[src/rtl/cpu_defs.svh]
`ifndef CPU_DEFS_SVH
`define CPU_DEFS_SVH

// Program memory depth in words
`define IMEM_WORDS 256
// Data memory depth in words
`define DMEM_WORDS 64
// Program word index width
`define IMEM_AW 8
// Data word index width
`define DMEM_AW 6

`endif

[src/rtl/cpu_pkg.sv]
`default_nettype none

package cpu_pkg;

   typedef logic [31:0] word_t;    // Data word or byte address
   typedef logic [31:0] instr_t;   // Raw instruction
   typedef logic [4:0]  reg_id_t;  // Register number
   typedef logic [3:0]  alu_op_t;  // ALU operation code

   localparam alu_op_t ALU_ADD   = 4'd0;
   localparam alu_op_t ALU_SUB   = 4'd1;
   localparam alu_op_t ALU_AND   = 4'd2;
   localparam alu_op_t ALU_OR    = 4'd3;
   localparam alu_op_t ALU_XOR   = 4'd4;
   localparam alu_op_t ALU_SLT   = 4'd5;  // Signed compare
   localparam alu_op_t ALU_SLL   = 4'd6;
   localparam alu_op_t ALU_SRL   = 4'd7;
   localparam alu_op_t ALU_PASSB = 4'd8;  // Operand b straight through for lui

   localparam instr_t NOP_INSTR = 32'h0000_0013;  // addi x0 x0 0

endpackage

`default_nettype wire

[src/rtl/pipe_if.sv]
`timescale 1ns/1ns
`default_nettype none

interface if_id_if;
   import cpu_pkg::*;
   word_t  pc;     // Address of instr
   instr_t instr;  // NOP after reset or redirect
   modport fetch  (output pc, instr);
   modport decode (input pc, instr);
endinterface


`default_nettype wire

[src/rtl/fetch_stage.sv]
`timescale 1ns/1ns
`default_nettype none
`include "cpu_defs.svh"

module fetch_stage (
   input  wire logic                clk,
   input  wire logic                rst_n,
   output logic [`IMEM_AW-1:0]      imem_index,
   input  wire cpu_pkg::instr_t     imem_data,
   input  wire logic                load_stall,   // Freeze pc and if/id
   input  wire logic                redirect,     // Taken branch or jump
   input  wire cpu_pkg::word_t      redirect_pc,
   if_id_if.fetch                   if_id
);

   import cpu_pkg::*;

   word_t pc;
   logic  at_end;  // Last program word reached

   assign imem_index = pc[`IMEM_AW+1:2];
   assign at_end     = (pc[`IMEM_AW+1:2] == {`IMEM_AW{1'b1}});

   always_ff @(posedge clk) begin
      if (!rst_n) begin
         pc <= '0;
      end else if (load_stall) begin
         pc <= pc;              // Stall wins over redirect
      end else if (redirect) begin
         pc <= redirect_pc;
      end else if (!at_end) begin
         pc <= pc + 32'd4;      // Holds at last word so pipeline drains
      end
   end

   always_ff @(posedge clk) begin
      if (!rst_n || (redirect && !load_stall)) begin
         if_id.pc    <= '0;
         if_id.instr <= NOP_INSTR;   // Flush younger fetch
      end else if (!load_stall) begin
         if_id.pc    <= pc;
         if_id.instr <= imem_data;
      end
   end

endmodule

`default_nettype wire

[src/flat_wrapper.sv]
// flat-port wrapper written by rule: the top's interface ports become plain ports
module fetch_stage_flat import cpu_pkg::*;
  (clk, rst_n, imem_index, imem_data, load_stall, redirect, redirect_pc, if_id_pc, if_id_instr);
  if_id_if if_id_i ();
  input  wire logic clk;
  input  wire logic rst_n;
  output logic [`IMEM_AW-1:0] imem_index;
  input  wire cpu_pkg::instr_t imem_data;
  input  wire logic load_stall;
  input  wire logic redirect;
  input  wire cpu_pkg::word_t redirect_pc;
  output wire logic [$bits(if_id_i.pc)-1:0] if_id_pc;
  output wire logic [$bits(if_id_i.instr)-1:0] if_id_instr;
  assign if_id_pc = if_id_i.pc;
  assign if_id_instr = if_id_i.instr;
  fetch_stage u_core (.clk(clk), .rst_n(rst_n), .imem_index(imem_index), .imem_data(imem_data), .load_stall(load_stall), .redirect(redirect), .redirect_pc(redirect_pc), .if_id(if_id_i));
endmodule
[config.mk]
export PLATFORM = sky130hd
export DESIGN_NAME = fetch_stage_flat
export DESIGN_NICKNAME = d
export VERILOG_FILES = /design/src/rtl/cpu_pkg.sv /design/src/rtl/pipe_if.sv /design/src/rtl/fetch_stage.sv /design/src/flat_wrapper.sv
export VERILOG_INCLUDE_DIRS = /design/src /design/src/rtl
export SDC_FILE = /design/constraint.sdc
export NUM_CORES = 1
export LEC_CHECK = 0
export ABC_AREA = 1
export BUFFER_PORTS_ARGS = -buffer_cell sky130_fd_sc_hd__buf_2
export CAP_MARGIN = 15
export CORE_MARGIN = 1
export CORE_UTILIZATION = 55
export CTS_CLUSTER_DIAMETER = 50
export DETAILED_ROUTE_END_ITERATION = 7
export HOLD_SLACK_MARGIN = 0.1
export PLACE_DENSITY = 0.85
export SYNTH_ARGS = -nofsm -noshare
export SYNTH_HDL_FRONTEND = slang
export SYNTH_SLANG_ARGS = --single-unit
[constraint.sdc]
create_clock -name clk -period 4 [get_ports clk]
set_input_delay 0.2 -clock clk [delete_from_list [all_inputs] [get_ports clk]]
set_output_delay 0.2 -clock clk [all_outputs]
set_load 0.01 [all_outputs]
==> results.txt <==
post-synthesis instance total - 675
critical path class - input pin to register
hpwl dp - 8.51 mm
# clock sinks - 96
CP delay by family, top - buffers and inverters
#FFs+latches synth - 96
Max Cap Viol - 0
Overflow after GRT - 0
sequential area share after synthesis - 0.424
capturing point of the worst reg2reg path - u_core.pc[5]
fraction of layout cells with a size suffix above 1 - 0.242
row count - 32
initial core utilization - 0.578
pin count of the biggest net entering global routing - 87
Worst Reg-to-Reg Cells - 9
commonest non-fill, non-tap cell in the layout - nand2_1
clock share of power - 0.313
via count - 4914
period utilization - 0.548
pwr dens - 336 nW/um2
GP Congestion - 0.963
arrival time at the worst endpoint - 2.41 ns
status - complete, no violations
slowest CP cell - inv_2
H-tree levels - 3
synthesized area per cell - 6.72 um2
Peak VDD IR - 0.000224 V
post-route minimum period - 2.19 ns
setup bufs post-CTS - 0
Max stage delay on crit path - 0.74 ns
CP Cell Sequence - buf_2 > inv_2 > nor2_1 > nor2_2 > inv_2 > o22ai_1
final WL - 12.8 mm
Die W - 92.8 um
WP buf/inv - 3
Clock transition at path regs - 0.09 ns
CTS tree - done
post-route clock skew - 0.0100 ns
Cell Area, Placed - 5140 um2
Syn Std Cell Area - 4540 um2
Final nets - 889
total CTS buffers - 9
First-pass DRT Iterations - 5
Resized Gates After CTS - 0
commonest cells after routing, fill and taps aside - nand2_1, buf_2, nor2_1
vias per cell - 5.30
Core Region - 7850 um2
Residual DRC - 0
area grow syn2layout - 25.0%
GRT Util Overall - 0.303
Slew HR - 0.326
antenna violations before repair - 0
Power Internal - 0.00135 W
critical path peak fanout - 63
final setup fails - 0
Final ANT Viol Nets - 0
setup slack, reg-to-reg - 1.85 ns
critical path launch point type - input pin
CP required - 4.22 ns
IO Count - 140
Hold Crit Class - input pin to register
CP endpoint - u_core.pc[18]
Distinct cells, synth - 29
routed len/inst - 13.8 um
Leakage - 2.42 nW
cell mode on critical path - inv_2
DIE HEIGHT - 92.8 um
sequential share of power - 0.543
Achievable Freq - 456 MHz
Yosys Warn Count - 0
number of diodes - 0
Critical Path Sink Type - register
Hold Slack - 0.107 ns
Overall Power - 0.00190 W
Sw Ratio - 0.293
Port Buf Inserts - 139
Final Slew Violations - 0
final hold vios - 0
first-pass GRT wire length - 20.8 mm
unrepaired setup endpoints after global routing - false
Final Cell Area - 5670 um2
clk_lat worst skew - 0.37 ns
die area - 8620 um2
syn nets - 744
worst setup path startpoint - redirect
Worst Max-Slew Pin Slew - 1.01 ns
Critical Path Stages - 6
launch point of the worst reg-to-reg path - u_core.pc[3]
CTS root buf - clkbuf_8
vias in the first global route - 4548
maximum clock path buffer count - 2
DRT iter0 DRCs - 274
power share of the combinational group - 0.143
setup TNS - 0 ns
Sw Pwr - 0.000558 W
-- how the worst min path moves through the flow --
stage | startpoint | endpoint | slack, ns | cells past startpoint
floorplan | imem_data[0] | u_core.if_id.instr[0] | 0.33 | 2
global placement | imem_data[0] | u_core.if_id.instr[0] | 0.42 | 3
detailed placement | imem_data[0] | u_core.if_id.instr[0] | 0.42 | 3
CTS | redirect_pc[2] | u_core.pc[2] | 0.10 | 3
global route | redirect_pc[3] | u_core.pc[3] | 0.12 | 3
finish | redirect_pc[2] | u_core.pc[2] | 0.11 | 3
-- kinds of logic (layout without fill, tap and decap cells) --
kind of cell    count (synthesis)  after routing  synth area share
simple gates                  383            383             0.348
buf+inv                        78            228            0.0814
compound gates                117            117             0.145
flops                          96             96             0.424
fa+ha+maj                       1              1           0.00276
-- worst register-to-register path: stages (launching register included) --
cell and delay, ns:
dfxtp_1 0.44, ha_1 0.25, nand2_2 0.09, nor2_4 0.18, nand3_4 0.12, nand2_4 0.32, inv_2 0.29, o21ai_0 0.17
o21ai_0 0.10, a21oi_1 0.13
-- stage by stage --
step / utilization / instances / setup slack [ns]
2_1_floorplan: - / 675 / 2.55
3_3_place_gp: 0.655 / 876 / 1.58
3_5_place_dp: 0.655 / 876 / 1.45
4_1_cts: 0.723 / 927 / 1.83
5_1_grt: 0.723 / 927 / 1.51
6_report: 0.723 / 927 / 1.81
-- per-layer routing --
| metal | wire length, um | track usage | vias to the layer above |
|---|---|---|---|
| met3 | 905 | 0.0599 | 53 |
| met5 | 0 | 0 | - |
| met2 | 6110 | 0.502 | 215 |
| met1 | 5270 | 0.371 | 2222 |
| met4 | 522 | 0.155 | 0 |
| li1 | - | - | 2424 |
-- timing repair --
action                                  CTS  global route
hold buffers                             35             0
endpoints found under the setup margin    0             0
endpoints found under the hold margin    35             0
-- registers in the layout, indices dropped and copies added (netlist names) --
name                flops
u_core.pc              32
u_core.if_id.instr     32
u_core.if_id.pc        32
-- final cells by class --
class                   count  area, um2
multi-input cells         501       2250
well taps                 102        128
fillers                   674       2180
inverters                  36        135
flip-flops and latches     96       1920
clock buffers              10        128
clock inverters             6       51.3
repair buffers            176       1060
-- power groups by stage --
stage	Clock (W)	Combinational (W)	Sequential, W
global route	0.000641	0.000304	0.00104
finish	0.000597	0.000273	0.00104
detailed placement	0	0.000241	0.00106
global placement	0	0.000235	0.00105
CTS	0.000601	0.000269	0.00103
floorplan	0	0.000155	0.00106
-- cells in the mapped netlist (all sizes together) --
library cell,number,area (um2)
clkbuf,14,52.6
inv,36,135
o22ai,2,12.5
a31oi,3,18.8
buf,28,181
a21oi,87,477
nand2,223,875
nor3,2,10.0
dfxtp,96,1920
and2,1,6.26
nor2,122,498
o31ai,2,15.0
o21a,1,7.51
nand3,34,183
ha,1,12.5
or2,1,6.26
o21ai,22,125
Note: power is estimated with default switching activity, not from simulation.
