`src/rtl/cpu_defs.svh`:
```
`ifndef CPU_DEFS_SVH
`define CPU_DEFS_SVH

// Program memory depth in words
`define IMEM_WORDS 256
// Data memory depth in words
`define DMEM_WORDS 64
// Program word index width
`define IMEM_AW 8
// Data word index width
`define DMEM_AW 6

`endif

```
`src/rtl/cpu_pkg.sv`:
```
`default_nettype none

package cpu_pkg;

   typedef logic [31:0] word_t;    // Data word or byte address
   typedef logic [31:0] instr_t;   // Raw instruction
   typedef logic [4:0]  reg_id_t;  // Register number
   typedef logic [3:0]  alu_op_t;  // ALU operation code

   localparam alu_op_t ALU_ADD   = 4'd0;
   localparam alu_op_t ALU_SUB   = 4'd1;
   localparam alu_op_t ALU_AND   = 4'd2;
   localparam alu_op_t ALU_OR    = 4'd3;
   localparam alu_op_t ALU_XOR   = 4'd4;
   localparam alu_op_t ALU_SLT   = 4'd5;  // Signed compare
   localparam alu_op_t ALU_SLL   = 4'd6;
   localparam alu_op_t ALU_SRL   = 4'd7;
   localparam alu_op_t ALU_PASSB = 4'd8;  // Operand b straight through for lui

   localparam instr_t NOP_INSTR = 32'h0000_0013;  // addi x0 x0 0

endpackage

`default_nettype wire

```
`src/rtl/pipe_if.sv`:
```
`timescale 1ns/1ns
`default_nettype none

interface if_id_if;
   import cpu_pkg::*;
   word_t  pc;     // Address of instr
   instr_t instr;  // NOP after reset or redirect
   modport fetch  (output pc, instr);
   modport decode (input pc, instr);
endinterface

interface id_ex_if;
   import cpu_pkg::*;
   word_t   pc;
   reg_id_t rs1, rs2, rd;      // Zero when a source is unused
   word_t   data1, data2, imm;
   alu_op_t alu_op;
   logic    use_imm, reg_write, mem_read, mem_write;
   logic    is_branch, branch_ne, is_jump;
   modport decode  (output pc, rs1, rs2, rd, data1, data2, imm, alu_op, use_imm, reg_write,
                    mem_read, mem_write, is_branch, branch_ne, is_jump);
   modport execute (input pc, rs1, rs2, rd, data1, data2, imm, alu_op, use_imm, reg_write,
                    mem_read, mem_write, is_branch, branch_ne, is_jump);
endinterface


interface mem_wb_if;
   import cpu_pkg::*;
   reg_id_t rd;
   word_t   result;  // Load data or ALU data
   logic    reg_write;
   modport source (output rd, result, reg_write);
   modport sink   (input rd, result, reg_write);
endinterface

`default_nettype wire

```
`src/rtl/decode_stage.sv`:
```
`timescale 1ns/1ns
`default_nettype none

module decode_stage (
   input  wire logic              clk,
   input  wire logic              rst_n,
   if_id_if.decode                if_id,
   mem_wb_if.sink                 wb,
   input  wire logic              redirect,
   output logic                   load_stall,
   input  wire cpu_pkg::reg_id_t  dbg_reg_id,
   output cpu_pkg::word_t         dbg_reg_data,
   id_ex_if.decode                id_ex
);

   import cpu_pkg::*;

   localparam logic [6:0] OP_REG    = 7'b0110011;
   localparam logic [6:0] OP_IMM    = 7'b0010011;
   localparam logic [6:0] OP_LUI    = 7'b0110111;
   localparam logic [6:0] OP_LOAD   = 7'b0000011;
   localparam logic [6:0] OP_STORE  = 7'b0100011;
   localparam logic [6:0] OP_BRANCH = 7'b1100011;
   localparam logic [6:0] OP_JAL    = 7'b1101111;

   word_t   regs [32];
   instr_t  instr;
   logic [2:0] funct3;
   reg_id_t rs1, rs2, rd;
   logic    uses_rs1, uses_rs2;
   word_t   imm;
   alu_op_t alu_op;
   logic    use_imm, reg_write, mem_read, mem_write, is_branch, branch_ne, is_jump;

   assign instr  = if_id.instr;
   assign funct3 = instr[14:12];
   assign rs1    = instr[19:15];
   assign rs2    = instr[24:20];
   assign rd     = instr[11:7];

   function automatic alu_op_t funct3_op(logic [2:0] f3, logic sub);
      case (f3)
         3'b000:  return sub ? ALU_SUB : ALU_ADD;
         3'b001:  return ALU_SLL;
         3'b010:  return ALU_SLT;
         3'b100:  return ALU_XOR;
         3'b101:  return ALU_SRL;
         3'b110:  return ALU_OR;
         3'b111:  return ALU_AND;
         default: return ALU_ADD;  // sltu not supported
      endcase
   endfunction

   function automatic word_t read_reg(reg_id_t id);
      if (id == '0) return '0;
      if (wb.reg_write && wb.rd == id) return wb.result;  // Write through
      return regs[id];
   endfunction

   always_comb begin
      alu_op = ALU_ADD;
      imm = '0;
      {use_imm, reg_write, mem_read, mem_write} = '0;
      {is_branch, branch_ne, is_jump, uses_rs1, uses_rs2} = '0;  // All zero word stays a bubble
      case (instr[6:0])
         OP_REG: begin
            {uses_rs1, uses_rs2, reg_write} = 3'b111;
            alu_op = funct3_op(funct3, instr[30]);
         end
         OP_IMM: begin
            {uses_rs1, use_imm, reg_write} = 3'b111;
            imm    = {{20{instr[31]}}, instr[31:20]};          // I type with shamt in low bits
            alu_op = funct3_op(funct3, 1'b0);
         end
         OP_LUI: begin
            {use_imm, reg_write} = 2'b11;
            imm    = {instr[31:12], 12'b0};
            alu_op = ALU_PASSB;
         end
         OP_LOAD: begin
            {uses_rs1, use_imm, reg_write, mem_read} = 4'b1111;
            imm = {{20{instr[31]}}, instr[31:20]};
         end
         OP_STORE: begin
            {uses_rs1, uses_rs2, use_imm, mem_write} = 4'b1111;
            imm = {{20{instr[31]}}, instr[31:25], instr[11:7]};
         end
         OP_BRANCH: begin
            {uses_rs1, uses_rs2} = 2'b11;
            is_branch = (funct3[2:1] == 2'b00);   // beq and bne only
            branch_ne = funct3[0];
            imm = {{19{instr[31]}}, instr[31], instr[7], instr[30:25], instr[11:8], 1'b0};
            alu_op = ALU_SUB;
         end
         OP_JAL: begin
            {reg_write, is_jump} = 2'b11;
            imm = {{11{instr[31]}}, instr[31], instr[19:12], instr[20], instr[30:21], 1'b0};
         end
         default: ;
      endcase
   end

   // Load in execute feeding this instruction
   assign load_stall = id_ex.mem_read && (id_ex.rd != '0) &&
                       ((uses_rs1 && rs1 == id_ex.rd) || (uses_rs2 && rs2 == id_ex.rd));

   always_ff @(posedge clk) begin
      if (!rst_n) begin
         for (int i = 0; i < 32; i++) regs[i] <= '0;
      end else if (wb.reg_write && wb.rd != '0) begin
         regs[wb.rd] <= wb.result;   // x0 never written
      end
   end

   assign dbg_reg_data = (dbg_reg_id == '0) ? '0 : regs[dbg_reg_id];

   always_ff @(posedge clk) begin
      if (!rst_n || redirect || load_stall) begin
         id_ex.rd <= '0;
         {id_ex.use_imm, id_ex.reg_write, id_ex.mem_read, id_ex.mem_write} <= '0;  // Bubble
         {id_ex.is_branch, id_ex.branch_ne, id_ex.is_jump} <= '0;
      end else begin
         id_ex.rd <= rd;
         {id_ex.use_imm, id_ex.reg_write, id_ex.mem_read, id_ex.mem_write} <=
            {use_imm, reg_write, mem_read, mem_write};
         {id_ex.is_branch, id_ex.branch_ne, id_ex.is_jump} <= {is_branch, branch_ne, is_jump};
      end
      id_ex.pc     <= if_id.pc;
      id_ex.rs1    <= uses_rs1 ? rs1 : '0;   // Unused fields never forward
      id_ex.rs2    <= uses_rs2 ? rs2 : '0;
      id_ex.data1  <= read_reg(rs1);
      id_ex.data2  <= read_reg(rs2);
      id_ex.imm    <= imm;
      id_ex.alu_op <= alu_op;
   end

endmodule

`default_nettype wire

```
`src/flat_wrapper.sv`:
```
// flat-port wrapper written by rule: the top's interface ports become plain ports
module decode_stage_flat import cpu_pkg::*;
  (clk, rst_n, redirect, load_stall, dbg_reg_id, dbg_reg_data, if_id_pc, if_id_instr, wb_rd, wb_result, wb_reg_write, id_ex_pc, id_ex_rs1, id_ex_rs2, id_ex_rd, id_ex_data1, id_ex_data2, id_ex_imm, id_ex_alu_op, id_ex_use_imm, id_ex_reg_write, id_ex_mem_read, id_ex_mem_write, id_ex_is_branch, id_ex_branch_ne, id_ex_is_jump);
  if_id_if if_id_i ();
  mem_wb_if wb_i ();
  id_ex_if id_ex_i ();
  input  wire logic clk;
  input  wire logic rst_n;
  input  wire logic redirect;
  output logic load_stall;
  input  wire cpu_pkg::reg_id_t dbg_reg_id;
  output cpu_pkg::word_t dbg_reg_data;
  input wire logic [$bits(if_id_i.pc)-1:0] if_id_pc;
  input wire logic [$bits(if_id_i.instr)-1:0] if_id_instr;
  input wire logic [$bits(wb_i.rd)-1:0] wb_rd;
  input wire logic [$bits(wb_i.result)-1:0] wb_result;
  input wire logic [$bits(wb_i.reg_write)-1:0] wb_reg_write;
  output wire logic [$bits(id_ex_i.pc)-1:0] id_ex_pc;
  output wire logic [$bits(id_ex_i.rs1)-1:0] id_ex_rs1;
  output wire logic [$bits(id_ex_i.rs2)-1:0] id_ex_rs2;
  output wire logic [$bits(id_ex_i.rd)-1:0] id_ex_rd;
  output wire logic [$bits(id_ex_i.data1)-1:0] id_ex_data1;
  output wire logic [$bits(id_ex_i.data2)-1:0] id_ex_data2;
  output wire logic [$bits(id_ex_i.imm)-1:0] id_ex_imm;
  output wire logic [$bits(id_ex_i.alu_op)-1:0] id_ex_alu_op;
  output wire logic [$bits(id_ex_i.use_imm)-1:0] id_ex_use_imm;
  output wire logic [$bits(id_ex_i.reg_write)-1:0] id_ex_reg_write;
  output wire logic [$bits(id_ex_i.mem_read)-1:0] id_ex_mem_read;
  output wire logic [$bits(id_ex_i.mem_write)-1:0] id_ex_mem_write;
  output wire logic [$bits(id_ex_i.is_branch)-1:0] id_ex_is_branch;
  output wire logic [$bits(id_ex_i.branch_ne)-1:0] id_ex_branch_ne;
  output wire logic [$bits(id_ex_i.is_jump)-1:0] id_ex_is_jump;
  assign if_id_i.pc = if_id_pc;
  assign if_id_i.instr = if_id_instr;
  assign wb_i.rd = wb_rd;
  assign wb_i.result = wb_result;
  assign wb_i.reg_write = wb_reg_write;
  assign id_ex_pc = id_ex_i.pc;
  assign id_ex_rs1 = id_ex_i.rs1;
  assign id_ex_rs2 = id_ex_i.rs2;
  assign id_ex_rd = id_ex_i.rd;
  assign id_ex_data1 = id_ex_i.data1;
  assign id_ex_data2 = id_ex_i.data2;
  assign id_ex_imm = id_ex_i.imm;
  assign id_ex_alu_op = id_ex_i.alu_op;
  assign id_ex_use_imm = id_ex_i.use_imm;
  assign id_ex_reg_write = id_ex_i.reg_write;
  assign id_ex_mem_read = id_ex_i.mem_read;
  assign id_ex_mem_write = id_ex_i.mem_write;
  assign id_ex_is_branch = id_ex_i.is_branch;
  assign id_ex_branch_ne = id_ex_i.branch_ne;
  assign id_ex_is_jump = id_ex_i.is_jump;
  decode_stage u_core (.clk(clk), .rst_n(rst_n), .if_id(if_id_i), .wb(wb_i), .redirect(redirect), .load_stall(load_stall), .dbg_reg_id(dbg_reg_id), .dbg_reg_data(dbg_reg_data), .id_ex(id_ex_i));
endmodule
```
`config.mk`:
```
export PLATFORM = sky130hd
export DESIGN_NAME = decode_stage_flat
export DESIGN_NICKNAME = d
export VERILOG_FILES = /design/src/rtl/cpu_defs.svh /design/src/rtl/cpu_pkg.sv /design/src/rtl/pipe_if.sv /design/src/rtl/decode_stage.sv /design/src/flat_wrapper.sv
export SDC_FILE = /design/constraint.sdc
export NUM_CORES = 2
export LEC_CHECK = 0
export BUFFER_PORTS_ARGS = -buffer_cell sky130_fd_sc_hd__buf_4
export CAP_MARGIN = 20
export CORE_MARGIN = 4
export CORE_UTILIZATION = 46
export DETAILED_ROUTE_END_ITERATION = 6
export PLACE_DENSITY_LB_ADDON = 0.1
export SYNTH_ARGS = -nofsm -noshare
export SYNTH_HDL_FRONTEND = slang
export SYNTH_SLANG_ARGS = --single-unit
```
`constraint.sdc`:
```
create_clock -name clk -period 11 [get_ports clk]
set_input_delay 2.2 -clock clk [delete_from_list [all_inputs] [get_ports clk]]
set_output_delay 2.2 -clock clk [all_outputs]
set_load 0.05 [all_outputs]
```
==> results.sh <==
export IMPL_status="finished clean"
export IMPL_io_pins=297
export IMPL_setup_worst_path_class="input pin to primary output"
export IMPL_wl_per_cell_um=40.8
export IMPL_finalHoldViolations=0
export IMPL_synth_main_ff_cell="edfxtp_1"
export IMPL_utilization_pct=52.3
export IMPL_async_flop_share_pct=0
export IMPL_grt_pass1_vias=46008
export IMPL_peakVddDrop_mv=0.132
export IMPL_drt_wl_total_mm=274
export IMPL_r2r_cells=4
export IMPL_slew_violations=0
export IMPL_dpl_hpwl_mm=165
export IMPL_clk_pin_slew_ps=50
export IMPL_drt_iter0_markers=7106
export IMPL_cts_buffers_inserted=138
export IMPL_grt_pass1_wl_mm=376
export IMPL_combPwrFrac_pct=16.9
export IMPL_seq_power_share_pct=44.5
export IMPL_final_cell_mix="edfxtp_1, and2_1, mux4_2"
export IMPL_coreArea_sq_um=145000
export IMPL_rsz0062_at_grt="false"
export IMPL_dr_total_vias=47171
export IMPL_die_area_sq_um=152000
export IMPL_power_leakage_nw=26.4
export IMPL_required_ps=8800
export IMPL_netlist_instances=4582
export IMPL_power_switching_mw=3.34
export IMPL_avgSynthCellArea_sq_um=14.7
export IMPL_startpoint_type="input pin"
export IMPL_finalPower_mw=11.9
export IMPL_drc_errors=0
export IMPL_antenna_found_initial=36
export IMPL_netlist_area_sq_um=67200
export IMPL_p_clk_share_pct=38.6
export IMPL_clockBufferDepth=3
export IMPL_ys_seq_elements=1178
export IMPL_synth_enable_flop_cells=1024
export IMPL_dieHeight_um=390
export IMPL_cts_root_buf="clkbuf_16"
export IMPL_power_density_nw_per_um2=157
export IMPL_cts_sinks=1178
export IMPL_grtUsageTotal_pct=35.7
export IMPL_fin_setup_tns_ps=0
export IMPL_dpl_cell_count=6453
export IMPL_holdPathStages=4
export IMPL_worst_slew_pin_transition_ps=1200
export IMPL_slew_headroom_pct=19.5
export IMPL_row_count=140
export IMPL_pre_cts_slack_ps=3220
export IMPL_finalSetupViolCount=0
export IMPL_max_cap_viol_count=0
export IMPL_cts_tree="done"
export IMPL_holdWs_ps=844
export IMPL_fmax_ghz=0.127
export IMPL_overflow=0
export IMPL_drive_gt1_share_pct=32.6
export IMPL_ant_nets=0
export IMPL_final_cell_area_sq_um=76100
export IMPL_fin_crit_sh_pct=71.9
export IMPL_cp_end_kind="primary output"
export IMPL_critPathMaxFanout=89
export IMPL_dr_pass1_iters=6
export IMPL_critPathArrivalTime_ps=5700
export IMPL_fillers=11987
export IMPL_hp_class="register to register"
export IMPL_nets=4791
export IMPL_layout_commonest_cell="edfxtp_1"
export IMPL_vias_per_cell=7.03
export IMPL_intPower_mw=8.59
export IMPL_area_delta_synth_final_pct=13.2
export IMPL_htreeDepth=4
export IMPL_die_w_um=390
export IMPL_fin_skew_ps=28.9
export IMPL_portBuffers=296
export IMPL_fin_crit_ps=7900
export IMPL_insertion_delay_ps=800
export IMPL_swShare_pct=28.0
export IMPL_place_area_sq_um=71500
export IMPL_cts_resized=0
export IMPL_start_util_pct=46.2
export IMPL_cts_setup_buffers=0
export IMPL_place_congestion=0.904
export IMPL_yosysSeqAreaShare_pct=50.3
export IMPL_setup_ws_ps=3100
export IMPL_grt_max_degree=124
export IMPL_stdcell_count=6714
export IMPL_hold_buffers=0
export IMPL_ys_warn_count=0
export IMPL_yosysUniqueCellTypes=58
[power groups by stage]
| stage | registers [mW] | clock network [mW] | logic (mW) |
|---|---|---|---|
| floorplan | 5.50 | 0 | 1.10 |
| detailed placement | 5.39 | 0 | 1.97 |
| finish | 5.31 | 4.61 | 2.01 |
| CTS | 5.30 | 4.65 | 1.98 |
| global placement | 5.38 | 0 | 1.97 |
| global route | 5.33 | 4.82 | 2.06 |
[final cells by class]
cell class	instances	area, sq um	share of cell area [%]
Inverter	10	37.5	0.0493
Clock inverter	49	458	0.602
Multi-Input combinational cell	2910	31800	41.8
Sequential cell	1178	33800	44.5
Tap cell	1917	2400	3.15
Antenna cell	16	40.0	0.0526
Timing Repair Buffer	443	3570	4.70
Clock buffer	191	3980	5.23
[synthesized netlist by cell type (6+ instances only)]
library cell | instances | area (sq um)
dfxtp_1 | 154 | 3080
o21ai_0 | 93 | 465
xnor2_1 | 7 | 61.3
buf_1 | 41 | 154
o21ai_1 | 28 | 140
mux2i_1 | 179 | 1790
xor2_1 | 15 | 131
o21a_1 | 28 | 210
a21oi_1 | 29 | 145
a21o_1 | 26 | 195
nor3b_1 | 12 | 90.1
nor3_1 | 48 | 240
a22o_1 | 6 | 52.6
a211oi_1 | 17 | 128
and2_1 | 1012 | 6330
edfxtp_1 | 1024 | 30700
a221oi_1 | 20 | 175
mux4_2 | 717 | 16100
mux2_2 | 113 | 1270
nor2b_1 | 11 | 68.8
inv_1 | 10 | 37.5
clkbuf_1 | 333 | 1250
o221ai_1 | 35 | 307
buf_6 | 23 | 259
buf_2 | 88 | 440
or3_1 | 6 | 37.5
nand2_1 | 61 | 229
nor4_1 | 6 | 37.5
o22ai_1 | 141 | 882
o21bai_1 | 11 | 82.6
nor2_1 | 101 | 379
a2111oi_0 | 36 | 315
o211ai_1 | 37 | 278
buf_4 | 27 | 203
o2111a_1 | 36 | 405
[kinds of logic (layout without fill, tap and decap cells)]
group / Yosys count / in the layout / synth area share, %
multiplexers: 1009 / 1009 / 28.6
AND/OR/NAND/NOR: 1287 / 1287 / 11.4
buffers and inverters: 525 / 693 / 3.55
AO/OA/AOI/OAI: 560 / 560 / 5.87
XOR/XNOR: 22 / 22 / 0.287
flip-flops: 1178 / 1178 / 50.3
other: 1 / 48 / 0.00558
[sequential cells by signal, indices dropped and copies added, names as in the netlist]
signal,cells
u_core.regs,1024
u_core.id_ex.data1,32
u_core.id_ex.data2,32
u_core.id_ex.imm,32
u_core.id_ex.pc,32
u_core.id_ex.rd,5
u_core.id_ex.rs1,5
u_core.id_ex.rs2,5
u_core.id_ex.alu_op,4
u_core.id_ex.branch_ne,1
u_core.id_ex.is_branch,1
u_core.id_ex.is_jump,1
u_core.id_ex.mem_read,1
u_core.id_ex.mem_write,1
u_core.id_ex.reg_write,1
u_core.id_ex.use_imm,1
[metal layers]
layer,track usage [%],part of all wire (%)
met1,47.4,37
met2,53.1,44
met3,10.7,13
met4,19.4,6.3
met5,0,0.023
[critical path, cell delays in order]
cell and delay (ps):
buf_8 530, buf_12 630, mux4_2 580, mux2_2 280, a221oi_1 710, nor3_1 90, buf_4 210, buf_4 200
[final timing paths]
kind	end	slack, ps	start
max	dbg_reg_data[28]	3100	dbg_reg_id[0]
min	u_core.id_ex.rd[0]$_SDFF_PP0_	840	u_core.id_ex.mem_read$_SDFF_PP0_
max reg2reg	u_core.id_ex.data1[5]$_SDFF_PN0_	8360	u_core.regs[13][5]$_SDFFCE_PN0P_
min reg2reg	u_core.id_ex.rd[0]$_SDFF_PP0_	840	u_core.id_ex.mem_read$_SDFF_PP0_
Note: power is estimated with default switching activity, not from simulation.
